### config.mk
export PLATFORM = sky130hd
export DESIGN_NAME = gnn_debug_top
export DESIGN_NICKNAME = d
export VERILOG_FILES = /design/src/gnn_debug_pkg.sv /design/src/dbg_probe_if.sv /design/src/stage_activity_monitor.sv /design/src/feat_write_snooper.sv /design/src/debug_csr_axil.sv /design/src/gnn_debug_top.sv
export VERILOG_INCLUDE_DIRS = /design/src
export SDC_FILE = /design/constraint.sdc
export NUM_CORES = 1
export LEC_CHECK = 0
export BUFFER_PORTS_ARGS = -buffer_cell sky130_fd_sc_hd__buf_2
export CORE_AREA = 2 2 173 175
export DETAILED_ROUTE_END_ITERATION = 16
export DIE_AREA = 0 0 175 177
export PLACE_DENSITY = 0.71
export SYNTH_ARGS = -nofsm -noshare
export SYNTH_HDL_FRONTEND = slang
export SYNTH_HIERARCHICAL = 1
export SYNTH_SLANG_ARGS = --single-unit
### constraint.sdc
create_clock -name clk -period 2.22 [get_ports clk]
set_input_delay 0 -clock clk [delete_from_list [all_inputs] [get_ports clk]]
set_output_delay 0 -clock clk [all_outputs]
set_load 0.03 [all_outputs]
### src/gnn_debug_macros.svh
`ifndef GNN_DEBUG_MACROS_SVH
`define GNN_DEBUG_MACROS_SVH

// Stage indices are 0 spmm, 1 dmvm, 2 sm, 3 aggr
`define DBG_NUM_STAGES         4
`define DBG_CNT_W              32

`define DBG_FEAT_ADDR_W        16
`define DBG_FEAT_DATA_W        32
`define DBG_FEAT_HIGH_LIMIT    43328   // First address that counts as a high write

`define DBG_H_NUM_SPARSE_DATA  12

`define DBG_AXIL_ADDR_W        6
`define DBG_AXIL_DATA_W        32
`define DBG_RESP_OKAY          2'b00
`define DBG_RESP_SLVERR        2'b10

`define DBG_REG_CONFIG         6'h00
`define DBG_REG_STATUS         6'h04
`define DBG_REG_CONTROL        6'h08
`define DBG_REG_WATCH0         6'h0C
`define DBG_REG_WATCH1         6'h10
`define DBG_REG_CAPTURE0       6'h14
`define DBG_REG_CAPTURE1       6'h18
`define DBG_REG_XFER0          6'h1C
`define DBG_REG_XFER1          6'h20
`define DBG_REG_XFER2          6'h24
`define DBG_REG_XFER3          6'h28

`define DBG_WATCH0_RST         1
`define DBG_WATCH1_RST         2

`endif

### src/gnn_debug_pkg.sv
`include "gnn_debug_macros.svh"

package gnn_debug_pkg;

  // One bit per monitored stage
  typedef logic [`DBG_NUM_STAGES-1:0] stage_mask_t;

  typedef logic [`DBG_CNT_W-1:0] xfer_count_t;

  typedef xfer_count_t [`DBG_NUM_STAGES-1:0] xfer_array_t;

  // Layout of the STATUS register, LSB last
  typedef struct packed {
    logic [`DBG_AXIL_DATA_W-2*`DBG_NUM_STAGES-3:0] rsvd;
    logic                                         feat_high_seen;
    logic                                         feat_ena_seen;
    stage_mask_t                                  rdy_seen;
    stage_mask_t                                  vld_seen;
  } dbg_status_t;

endpackage

### src/dbg_probe_if.sv
`timescale 1ns/1ps
`include "gnn_debug_macros.svh"

interface dbg_probe_if;
  import gnn_debug_pkg::*;

  // Stage monitor results
  stage_mask_t stage_vld_seen;
  stage_mask_t stage_rdy_seen;
  xfer_array_t xfer_count;

  // Feature BRAM snoop results
  logic                  feat_ena_seen;
  logic                  feat_high_seen;
  logic [`DBG_CNT_W-1:0] capture0;
  logic [`DBG_CNT_W-1:0] capture1;

  // Control from the register block
  logic                        clear;
  logic [`DBG_FEAT_ADDR_W-1:0] watch0_addr;
  logic [`DBG_FEAT_ADDR_W-1:0] watch1_addr;

  modport stage_mp (
    output stage_vld_seen, stage_rdy_seen, xfer_count,
    input  clear
  );

  modport snoop_mp (
    output feat_ena_seen, feat_high_seen, capture0, capture1,
    input  clear, watch0_addr, watch1_addr
  );

  modport csr_mp (
    input  stage_vld_seen, stage_rdy_seen, xfer_count,
    input  feat_ena_seen, feat_high_seen, capture0, capture1,
    output clear, watch0_addr, watch1_addr
  );

endinterface

### src/stage_activity_monitor.sv
`timescale 1ns/1ps
`include "gnn_debug_macros.svh"

module stage_activity_monitor (
  input  logic                       clk,
  input  logic                       rst_n,
  input  gnn_debug_pkg::stage_mask_t stage_vld_i,
  input  gnn_debug_pkg::stage_mask_t stage_rdy_i,
  dbg_probe_if.stage_mp              probe
);
  import gnn_debug_pkg::*;

  stage_mask_t vld_seen_q;
  stage_mask_t rdy_seen_q;
  stage_mask_t xfer_hit;
  xfer_array_t xfer_q;

  // A transfer completes on any edge where both sides agree
  assign xfer_hit = stage_vld_i & stage_rdy_i;

  // Once a stage has raised valid or ready the flag holds until cleared
  always_ff @(posedge clk or negedge rst_n) begin
    if (!rst_n) begin
      vld_seen_q <= '0;
      rdy_seen_q <= '0;
    end else if (probe.clear) begin
      vld_seen_q <= '0;
      rdy_seen_q <= '0;
    end else begin
      vld_seen_q <= vld_seen_q | stage_vld_i;
      rdy_seen_q <= rdy_seen_q | stage_rdy_i;
    end
  end

  // Counters wrap at all ones
  always_ff @(posedge clk or negedge rst_n) begin
    if (!rst_n) begin
      xfer_q <= '0;
    end else if (probe.clear) begin
      xfer_q <= '0; // Clear wins over a transfer on the same edge
    end else begin
      for (int s = 0; s < `DBG_NUM_STAGES; s++) begin
        if (xfer_hit[s]) begin
          xfer_q[s] <= xfer_q[s] + 1'b1;
        end
      end
    end
  end

  assign probe.stage_vld_seen = vld_seen_q;
  assign probe.stage_rdy_seen = rdy_seen_q;
  assign probe.xfer_count     = xfer_q;

endmodule

### src/feat_write_snooper.sv
`timescale 1ns/1ps
`include "gnn_debug_macros.svh"

module feat_write_snooper (
  input  logic                        clk,
  input  logic                        rst_n,
  input  logic [`DBG_FEAT_DATA_W-1:0] feat_bram_din_i,
  input  logic                        feat_bram_ena_i,
  input  logic [`DBG_FEAT_ADDR_W-1:0] feat_bram_addra_i,
  dbg_probe_if.snoop_mp               probe
);

  logic                  ena_seen_q;
  logic                  high_seen_q;
  logic [`DBG_CNT_W-1:0] capture0_q;
  logic [`DBG_CNT_W-1:0] capture1_q;
  logic                  high_hit;
  logic                  watch0_hit;
  logic                  watch1_hit;

  // Disabled writes never count, even at a high address
  assign high_hit   = feat_bram_ena_i && (feat_bram_addra_i >= `DBG_FEAT_HIGH_LIMIT);
  assign watch0_hit = feat_bram_ena_i && (feat_bram_addra_i == probe.watch0_addr);
  assign watch1_hit = feat_bram_ena_i && (feat_bram_addra_i == probe.watch1_addr);

  always_ff @(posedge clk or negedge rst_n) begin
    if (!rst_n) begin
      ena_seen_q  <= 1'b0;
      high_seen_q <= 1'b0;
    end else if (probe.clear) begin
      ena_seen_q  <= 1'b0;
      high_seen_q <= 1'b0;
    end else begin
      ena_seen_q  <= ena_seen_q | feat_bram_ena_i;
      high_seen_q <= high_seen_q | high_hit;
    end
  end

  // Equal watch addresses load both captures from the same write
  always_ff @(posedge clk or negedge rst_n) begin
    if (!rst_n) begin
      capture0_q <= '0;
      capture1_q <= '0;
    end else if (probe.clear) begin
      capture0_q <= '0;
      capture1_q <= '0;
    end else begin
      if (watch0_hit) begin
        capture0_q <= feat_bram_din_i; // Last write to the address wins
      end
      if (watch1_hit) begin
        capture1_q <= feat_bram_din_i;
      end
    end
  end

  assign probe.feat_ena_seen  = ena_seen_q;
  assign probe.feat_high_seen = high_seen_q;
  assign probe.capture0       = capture0_q;
  assign probe.capture1       = capture1_q;

endmodule

### src/debug_csr_axil.sv
`timescale 1ns/1ps
`include "gnn_debug_macros.svh"

module debug_csr_axil (
  input  logic                          clk,
  input  logic                          rst_n,
  // Write address channel
  input  logic [`DBG_AXIL_ADDR_W-1:0]   s_axil_awaddr_i,
  input  logic                          s_axil_awvalid_i,
  output logic                          s_axil_awready_o,
  // Write data channel
  input  logic [`DBG_AXIL_DATA_W-1:0]   s_axil_wdata_i,
  input  logic [`DBG_AXIL_DATA_W/8-1:0] s_axil_wstrb_i,
  input  logic                          s_axil_wvalid_i,
  output logic                          s_axil_wready_o,
  // Write response channel
  output logic [1:0]                    s_axil_bresp_o,
  output logic                          s_axil_bvalid_o,
  input  logic                          s_axil_bready_i,
  // Read address channel
  input  logic [`DBG_AXIL_ADDR_W-1:0]   s_axil_araddr_i,
  input  logic                          s_axil_arvalid_i,
  output logic                          s_axil_arready_o,
  // Read data channel
  output logic [`DBG_AXIL_DATA_W-1:0]   s_axil_rdata_o,
  output logic [1:0]                    s_axil_rresp_o,
  output logic                          s_axil_rvalid_o,
  input  logic                          s_axil_rready_i,
  dbg_probe_if.csr_mp                   probe
);
  import gnn_debug_pkg::*;

  logic                        wr_accept;
  logic                        rd_accept;
  logic                        bvalid_q;
  logic [1:0]                  bresp_q;
  logic                        rvalid_q;
  logic [1:0]                  rresp_q;
  logic [`DBG_AXIL_DATA_W-1:0] rdata_q;
  logic [`DBG_AXIL_DATA_W-1:0] rd_data;
  logic [1:0]                  rd_resp;
  logic                        clear_q;
  logic [`DBG_FEAT_ADDR_W-1:0] watch0_q;
  logic [`DBG_FEAT_ADDR_W-1:0] watch1_q;
  dbg_status_t                 status_word;

  function automatic logic addr_mapped(input logic [`DBG_AXIL_ADDR_W-1:0] addr);
    case (addr)
      `DBG_REG_CONFIG, `DBG_REG_STATUS, `DBG_REG_CONTROL,
      `DBG_REG_WATCH0, `DBG_REG_WATCH1,
      `DBG_REG_CAPTURE0, `DBG_REG_CAPTURE1,
      `DBG_REG_XFER0, `DBG_REG_XFER1, `DBG_REG_XFER2, `DBG_REG_XFER3:
        return 1'b1;
      default:
        return 1'b0;
    endcase
  endfunction

  // Address and data are taken together, only while no response waits
  assign wr_accept        = s_axil_awvalid_i && s_axil_wvalid_i && !bvalid_q;
  assign s_axil_awready_o = wr_accept;
  assign s_axil_wready_o  = wr_accept;

  assign rd_accept        = s_axil_arvalid_i && !rvalid_q;
  assign s_axil_arready_o = !rvalid_q;

  always_ff @(posedge clk or negedge rst_n) begin
    if (!rst_n) begin
      bvalid_q <= 1'b0;
      clear_q  <= 1'b0;
      watch0_q <= `DBG_FEAT_ADDR_W'(`DBG_WATCH0_RST);
      watch1_q <= `DBG_FEAT_ADDR_W'(`DBG_WATCH1_RST);
    end else begin
      clear_q <= 1'b0; // Clear is a single-cycle pulse aligned with BVALID rising
      if (wr_accept) begin
        bvalid_q <= 1'b1;
        case (s_axil_awaddr_i)
          `DBG_REG_CONTROL: clear_q <= s_axil_wdata_i[0];
          `DBG_REG_WATCH0: begin
            for (int b = 0; b < `DBG_FEAT_ADDR_W/8; b++) begin
              if (s_axil_wstrb_i[b]) begin
                watch0_q[b*8 +: 8] <= s_axil_wdata_i[b*8 +: 8];
              end
            end
          end
          `DBG_REG_WATCH1: begin
            for (int b = 0; b < `DBG_FEAT_ADDR_W/8; b++) begin
              if (s_axil_wstrb_i[b]) begin
                watch1_q[b*8 +: 8] <= s_axil_wdata_i[b*8 +: 8];
              end
            end
          end
          default: ; // Read-only and unmapped writes have no effect
        endcase
      end else if (s_axil_bready_i) begin
        bvalid_q <= 1'b0;
      end
    end
  end

  always_ff @(posedge clk) begin
    if (wr_accept) begin
      bresp_q <= addr_mapped(s_axil_awaddr_i) ? `DBG_RESP_OKAY : `DBG_RESP_SLVERR;
    end
  end

  always_comb begin
    status_word                = '0;
    status_word.vld_seen       = probe.stage_vld_seen;
    status_word.rdy_seen       = probe.stage_rdy_seen;
    status_word.feat_ena_seen  = probe.feat_ena_seen;
    status_word.feat_high_seen = probe.feat_high_seen;
  end

  always_comb begin
    rd_data = '0;
    rd_resp = `DBG_RESP_OKAY;
    case (s_axil_araddr_i)
      `DBG_REG_CONFIG:   rd_data = `DBG_AXIL_DATA_W'(`DBG_H_NUM_SPARSE_DATA);
      `DBG_REG_STATUS:   rd_data = status_word;
      `DBG_REG_CONTROL:  rd_data = '0;  // Write-only
      `DBG_REG_WATCH0:   rd_data = `DBG_AXIL_DATA_W'(watch0_q);
      `DBG_REG_WATCH1:   rd_data = `DBG_AXIL_DATA_W'(watch1_q);
      `DBG_REG_CAPTURE0: rd_data = probe.capture0;
      `DBG_REG_CAPTURE1: rd_data = probe.capture1;
      `DBG_REG_XFER0:    rd_data = probe.xfer_count[0];
      `DBG_REG_XFER1:    rd_data = probe.xfer_count[1];
      `DBG_REG_XFER2:    rd_data = probe.xfer_count[2];
      `DBG_REG_XFER3:    rd_data = probe.xfer_count[3];
      default:           rd_resp = `DBG_RESP_SLVERR;
    endcase
  end

  always_ff @(posedge clk or negedge rst_n) begin
    if (!rst_n) begin
      rvalid_q <= 1'b0;
    end else if (rd_accept) begin
      rvalid_q <= 1'b1;
    end else if (s_axil_rready_i) begin
      rvalid_q <= 1'b0;
    end
  end

  // Data is sampled at the AR handshake and held until RREADY
  always_ff @(posedge clk) begin
    if (rd_accept) begin
      rdata_q <= rd_data;
      rresp_q <= rd_resp;
    end
  end

  assign s_axil_bvalid_o = bvalid_q;
  assign s_axil_bresp_o  = bresp_q;
  assign s_axil_rvalid_o = rvalid_q;
  assign s_axil_rresp_o  = rresp_q;
  assign s_axil_rdata_o  = rdata_q;

  assign probe.clear       = clear_q;
  assign probe.watch0_addr = watch0_q;
  assign probe.watch1_addr = watch1_q;

endmodule

### src/gnn_debug_top.sv
`timescale 1ns/1ps
`include "gnn_debug_macros.svh"

module gnn_debug_top (
  input  logic                          clk,
  input  logic                          rst_n,
  // Stage handshake probes
  input  logic                          spmm_vld_i,
  input  logic                          spmm_rdy_i,
  input  logic                          dmvm_vld_i,
  input  logic                          dmvm_rdy_i,
  input  logic                          sm_vld_i,
  input  logic                          sm_rdy_i,
  input  logic                          aggr_vld_i,
  input  logic                          aggr_rdy_i,
  // Feature BRAM write port snoop
  input  logic [`DBG_FEAT_DATA_W-1:0]   feat_bram_din_i,
  input  logic                          feat_bram_ena_i,
  input  logic [`DBG_FEAT_ADDR_W-1:0]   feat_bram_addra_i,
  // AXI4-Lite slave
  input  logic [`DBG_AXIL_ADDR_W-1:0]   s_axil_awaddr_i,
  input  logic                          s_axil_awvalid_i,
  output logic                          s_axil_awready_o,
  input  logic [`DBG_AXIL_DATA_W-1:0]   s_axil_wdata_i,
  input  logic [`DBG_AXIL_DATA_W/8-1:0] s_axil_wstrb_i,
  input  logic                          s_axil_wvalid_i,
  output logic                          s_axil_wready_o,
  output logic [1:0]                    s_axil_bresp_o,
  output logic                          s_axil_bvalid_o,
  input  logic                          s_axil_bready_i,
  input  logic [`DBG_AXIL_ADDR_W-1:0]   s_axil_araddr_i,
  input  logic                          s_axil_arvalid_i,
  output logic                          s_axil_arready_o,
  output logic [`DBG_AXIL_DATA_W-1:0]   s_axil_rdata_o,
  output logic [1:0]                    s_axil_rresp_o,
  output logic                          s_axil_rvalid_o,
  input  logic                          s_axil_rready_i
);
  import gnn_debug_pkg::*;

  stage_mask_t stage_vld;
  stage_mask_t stage_rdy;

  // Bit order follows the stage indices spmm, dmvm, sm, aggr
  assign stage_vld = {aggr_vld_i, sm_vld_i, dmvm_vld_i, spmm_vld_i};
  assign stage_rdy = {aggr_rdy_i, sm_rdy_i, dmvm_rdy_i, spmm_rdy_i};

  dbg_probe_if i_probe ();

  stage_activity_monitor i_stage_mon (
    .clk         (clk),
    .rst_n       (rst_n),
    .stage_vld_i (stage_vld),
    .stage_rdy_i (stage_rdy),
    .probe       (i_probe)
  );

  feat_write_snooper i_feat_snoop (
    .clk               (clk),
    .rst_n             (rst_n),
    .feat_bram_din_i   (feat_bram_din_i),
    .feat_bram_ena_i   (feat_bram_ena_i),
    .feat_bram_addra_i (feat_bram_addra_i),
    .probe             (i_probe)
  );

  debug_csr_axil i_csr (
    .clk              (clk),
    .rst_n            (rst_n),
    .s_axil_awaddr_i  (s_axil_awaddr_i),
    .s_axil_awvalid_i (s_axil_awvalid_i),
    .s_axil_awready_o (s_axil_awready_o),
    .s_axil_wdata_i   (s_axil_wdata_i),
    .s_axil_wstrb_i   (s_axil_wstrb_i),
    .s_axil_wvalid_i  (s_axil_wvalid_i),
    .s_axil_wready_o  (s_axil_wready_o),
    .s_axil_bresp_o   (s_axil_bresp_o),
    .s_axil_bvalid_o  (s_axil_bvalid_o),
    .s_axil_bready_i  (s_axil_bready_i),
    .s_axil_araddr_i  (s_axil_araddr_i),
    .s_axil_arvalid_i (s_axil_arvalid_i),
    .s_axil_arready_o (s_axil_arready_o),
    .s_axil_rdata_o   (s_axil_rdata_o),
    .s_axil_rresp_o   (s_axil_rresp_o),
    .s_axil_rvalid_o  (s_axil_rvalid_o),
    .s_axil_rready_i  (s_axil_rready_i),
    .probe            (i_probe)
  );

endmodule

==> impl_metrics.yaml <==
hold_path:
  hold_path_class: "primary input to flip-flop"
  min_path_cells: 3
  min_from: "s_axil_araddr_i[2]"
floorplanning:
  start_util: 0.490
  io_pins: 153
  die_width_um: 175
  num_rows: 63
  core_area_um2: 29200
  dieArea_um2: 31000
  die_y_um: 177
clocking:
  worstSkewPairLatency_ns: 0.56
  clk_path_buf_depth: 3
  clkSlewWorstSetupHoldPaths_ns: 0.07
  htree_levels: 1
  cts.sinks: 271
  cts_root_buf: "clkbuf_16"
  cts_setup_buffers: 0
  numCtsBuffers: 29
  cts_tree: "done"
sta:
  tightest_slew_ns: 0.660
  relSlewSlack: 0.557
  min_period_over_period: 0.975
  rsz0062_at_grt: "yes"
  skew_ns: 0.0106
  max_freq_mhz: 462
  slew_viol_final: 0
  setup_viol: 0
  finalSetupTns_ns: 0
  fin_crit_ns: 2.16
  finalHoldViolCount: 0
cells_and_area:
  syn2layout_area_growth_pct: 21.2
  layout_common_cells: "234 x dfrtp_1, 153 x a21oi_1, 135 x nand3_1"
  final_util: 0.594
  fin_nets: 1769
  drive_gt1_frac: 0.196
  postLayoutCellArea_um2: 17400
  fillerInstances: 2430
  layout_commonest_cell: "dfrtp_1"
global_route:
  grt_max_degree: 70
  grtUsageTotal: 0.291
  antenna_found_initial: 1
  overflow: 0
  grt_pass1_vias: 12835
  grt_pass1_wl_um: 71100
setup_path:
  cp.depth: 9
  cp.arrival_ns: 2.59
  cp_top_family: "buffers and inverters"
  crit_top_cell: "dlygate4sd3_1"
  crit_chain: "dlygate4sd3_1, buf_2, nand2_1, dlygate4sd3_1, nor2_1, buf_6, nand4_4, mux2_2, dlygate4sd3_1"
  worstPathRequired_ns: 2.65
  endpoint_kind: "flip-flop"
  cp-start-kind: "primary input"
  crit_path_top_delay_cell: "dlygate4sd3_1"
  critPathBufInv: 5
  r2r_cells: 5
  critical_path_class: "primary input to flip-flop"
  critPathMaxStageDelay_ns: 0.57
  critPathLaunch: "s_axil_wvalid_i"
  worstReg2RegStart: "i_stage_mon/probe.xfer_count[64]$_DFFE_PN0P_"
  path_max_fanout: 8
route:
  drt-total-wl_um: 45500
  drc: 0
  vias: 13154
  detail_route.iter0.violations: 1327
  detail-route-antenna-nets: 0
  drt_first_pass_iters: 6
  wl_per_cell_um: 22.0
  vias_per_cell: 6.37
pwr:
  worst_ir_drop_vdd_v: 0.000746
  clkPwrFrac: 0.405
  seqPwrFrac: 0.474
  sw_frac_of_total: 0.275
  powerDensity_nw_per_um2: 688
  p_leak_nw: 7.26
  p_comb_frac: 0.122
  switching_power_mw: 3.29
  p_int_mw: 8.66
logic_synthesis:
  synth_cell_type_count: 62
  netlist_instances: 1450
  synth_ff_type: "dfrtp_1"
  synth_top_area_cell: "dfrtp_1"
  yosys_warnings: 6
  yosysSeqAreaShare: 0.485
  synth_area_leaders: "dfrtp_1 41%, edfxtp_1 7.1%, a21oi_1 5.3%"
  async_reset_ff_frac: 0.875
  synth_edf_count: 34
  ys_ff_latch: 271
  syn_area_per_cell_um2: 9.89
  synth.top_cell.area_share: 0.410
  synth_area_um2: 14300
placement:
  place.gp.congestion: 0.898
  portBuffers: 132
  dp_hpwl_um: 30000
  postPlaceCellArea_um2: 15500
outcome:
  status: "finished clean"
run:
  drv_cap: 0
-- stage by stage --
| stage | instances | hold slack (ns) | power, mW | setup WS (ns) |
|---|---|---|---|---|
| finish | 2066 | 0.0438 | 12.0 | 0.0553 |
| global route | 2066 | 0.0641 | 12.4 | -0.0305 |
| CTS | 2065 | 0.00471 | 12.0 | 0.0336 |
| detailed placement | 1924 | -0.0322 | 6.97 | 0.114 |
| global placement | 1924 | -0.0337 | 6.93 | 0.149 |
| floorplan | 1451 | -0.296 | 6.37 | 0.127 |
-- kinds of logic after synthesis --
| kind of cell | share of synthesized area |
|---|---|
| buf+inv | 0.0470 |
| compound gates | 0.170 |
| mux | 0.0445 |
| flops | 0.485 |
| simple gates | 0.207 |
| other cells | 0.000261 |
| fa+ha+maj | 0.00349 |
| xor+xnor | 0.0434 |
-- power groups by stage --
stage	clock network [mW]	registers, mW	logic (mW)
6_report	4.84	5.66	1.46
4_1_cts	4.90	5.65	1.42
3_3_place_gp	0	5.73	1.20
2_1_floorplan	0	5.73	0.640
3_5_place_dp	0	5.74	1.23
5_1_grt	5.09	5.70	1.58
-- worst register-to-register path: stages, from the launching register on --
cell           delay [ns]
dfrtp_1              0.46
ha_1                 0.32
nand3_1              0.07
dlygate4sd3_1        0.56
a21oi_1              0.06
dlygate4sd3_1        0.57
-- cell usage after synthesis, drive strengths merged (11+ instances only) --
library cell	n
dfrtp	235
a21oi	153
nand3	137
o21ai	101
nor2	73
a22oi	72
clkbuf	65
or4	58
nand2	55
xor2	54
nand4	49
o31ai	49
buf	47
mux2	46
edfxtp	34
or3	31
inv	23
nor4	18
and4	17
xnor2	17
and3	15
and2	14
mux2i	12
nor2b	11
nor3	11
-- path summary, 6_finish.rpt --
kind | slack (ns) | to
worst min register to register | 0.50 | i_stage_mon/probe.stage_rdy_seen[1]$_DFF_PN0_
worst max register to register | 0.06 | i_stage_mon/probe.xfer_count[65]$_DFFE_PN0P_
min in group asynchronous | 0.44 | i_stage_mon/probe.xfer_count[41]$_DFFE_PN0P_
max in group asynchronous | 1.11 | i_feat_snoop/probe.capture1[10]$_DFFE_PN0P_
worst min-delay path | 0.04 | i_csr/s_axil_rresp_o[1]$_DFFE_PP_
worst max-delay path | 0.06 | i_csr/probe.watch0_addr[3]$_DFFE_PN0P_
-- area by class of cell --
cell class / count / area [um^2] / area share
well taps: 390 / 488 / 0.0281
multi-input cells: 1045 / 6760 / 0.389
repair buffers: 283 / 2150 / 0.123
clock buffers: 36 / 782 / 0.0450
inverters: 23 / 86.3 / 0.00497
clock inverters: 17 / 155 / 0.00893
diodes: 1 / 2.50 / 0.000144
flip-flops and latches: 271 / 6960 / 0.400
-- timing repair --
item | CTS | global route
endpoints found under the hold margin | 365 | 0
hold buffers | 88 | 0
gates resized for setup | 0 | 7
setup endpoints to repair | 0 | 7
-- metal layers --
metal	GRT usage	up-vias	share of wire
li1	-	5851	-
met1	0.385	6459	0.41
met2	0.467	697	0.46
met3	0.0558	147	0.082
met4	0.129	0	0.047
met5	0	-	0
-- sequential cells by signal (all words and copies together) (netlist names) --
signal and count:
i_csr/probe.watch0_addr 16, i_csr/s_axil_rdata_o 32, i_feat_snoop/probe.feat_ena_seen 1, i_csr/probe.watch1_addr 16, i_feat_snoop/probe.capture1 32, i_csr/s_axil_bvalid_o 1, i_csr/s_axil_rvalid_o 1, i_csr/s_axil_bresp_o 1
i_stage_mon/probe.stage_rdy_seen 4, i_stage_mon/probe.xfer_count 128, i_feat_snoop/probe.feat_high_seen 1, i_stage_mon/probe.stage_vld_seen 4, i_feat_snoop/probe.capture0 32, i_csr/probe.clear 1, i_csr/s_axil_rresp_o 1
Power figures use the tool's default switching activity.
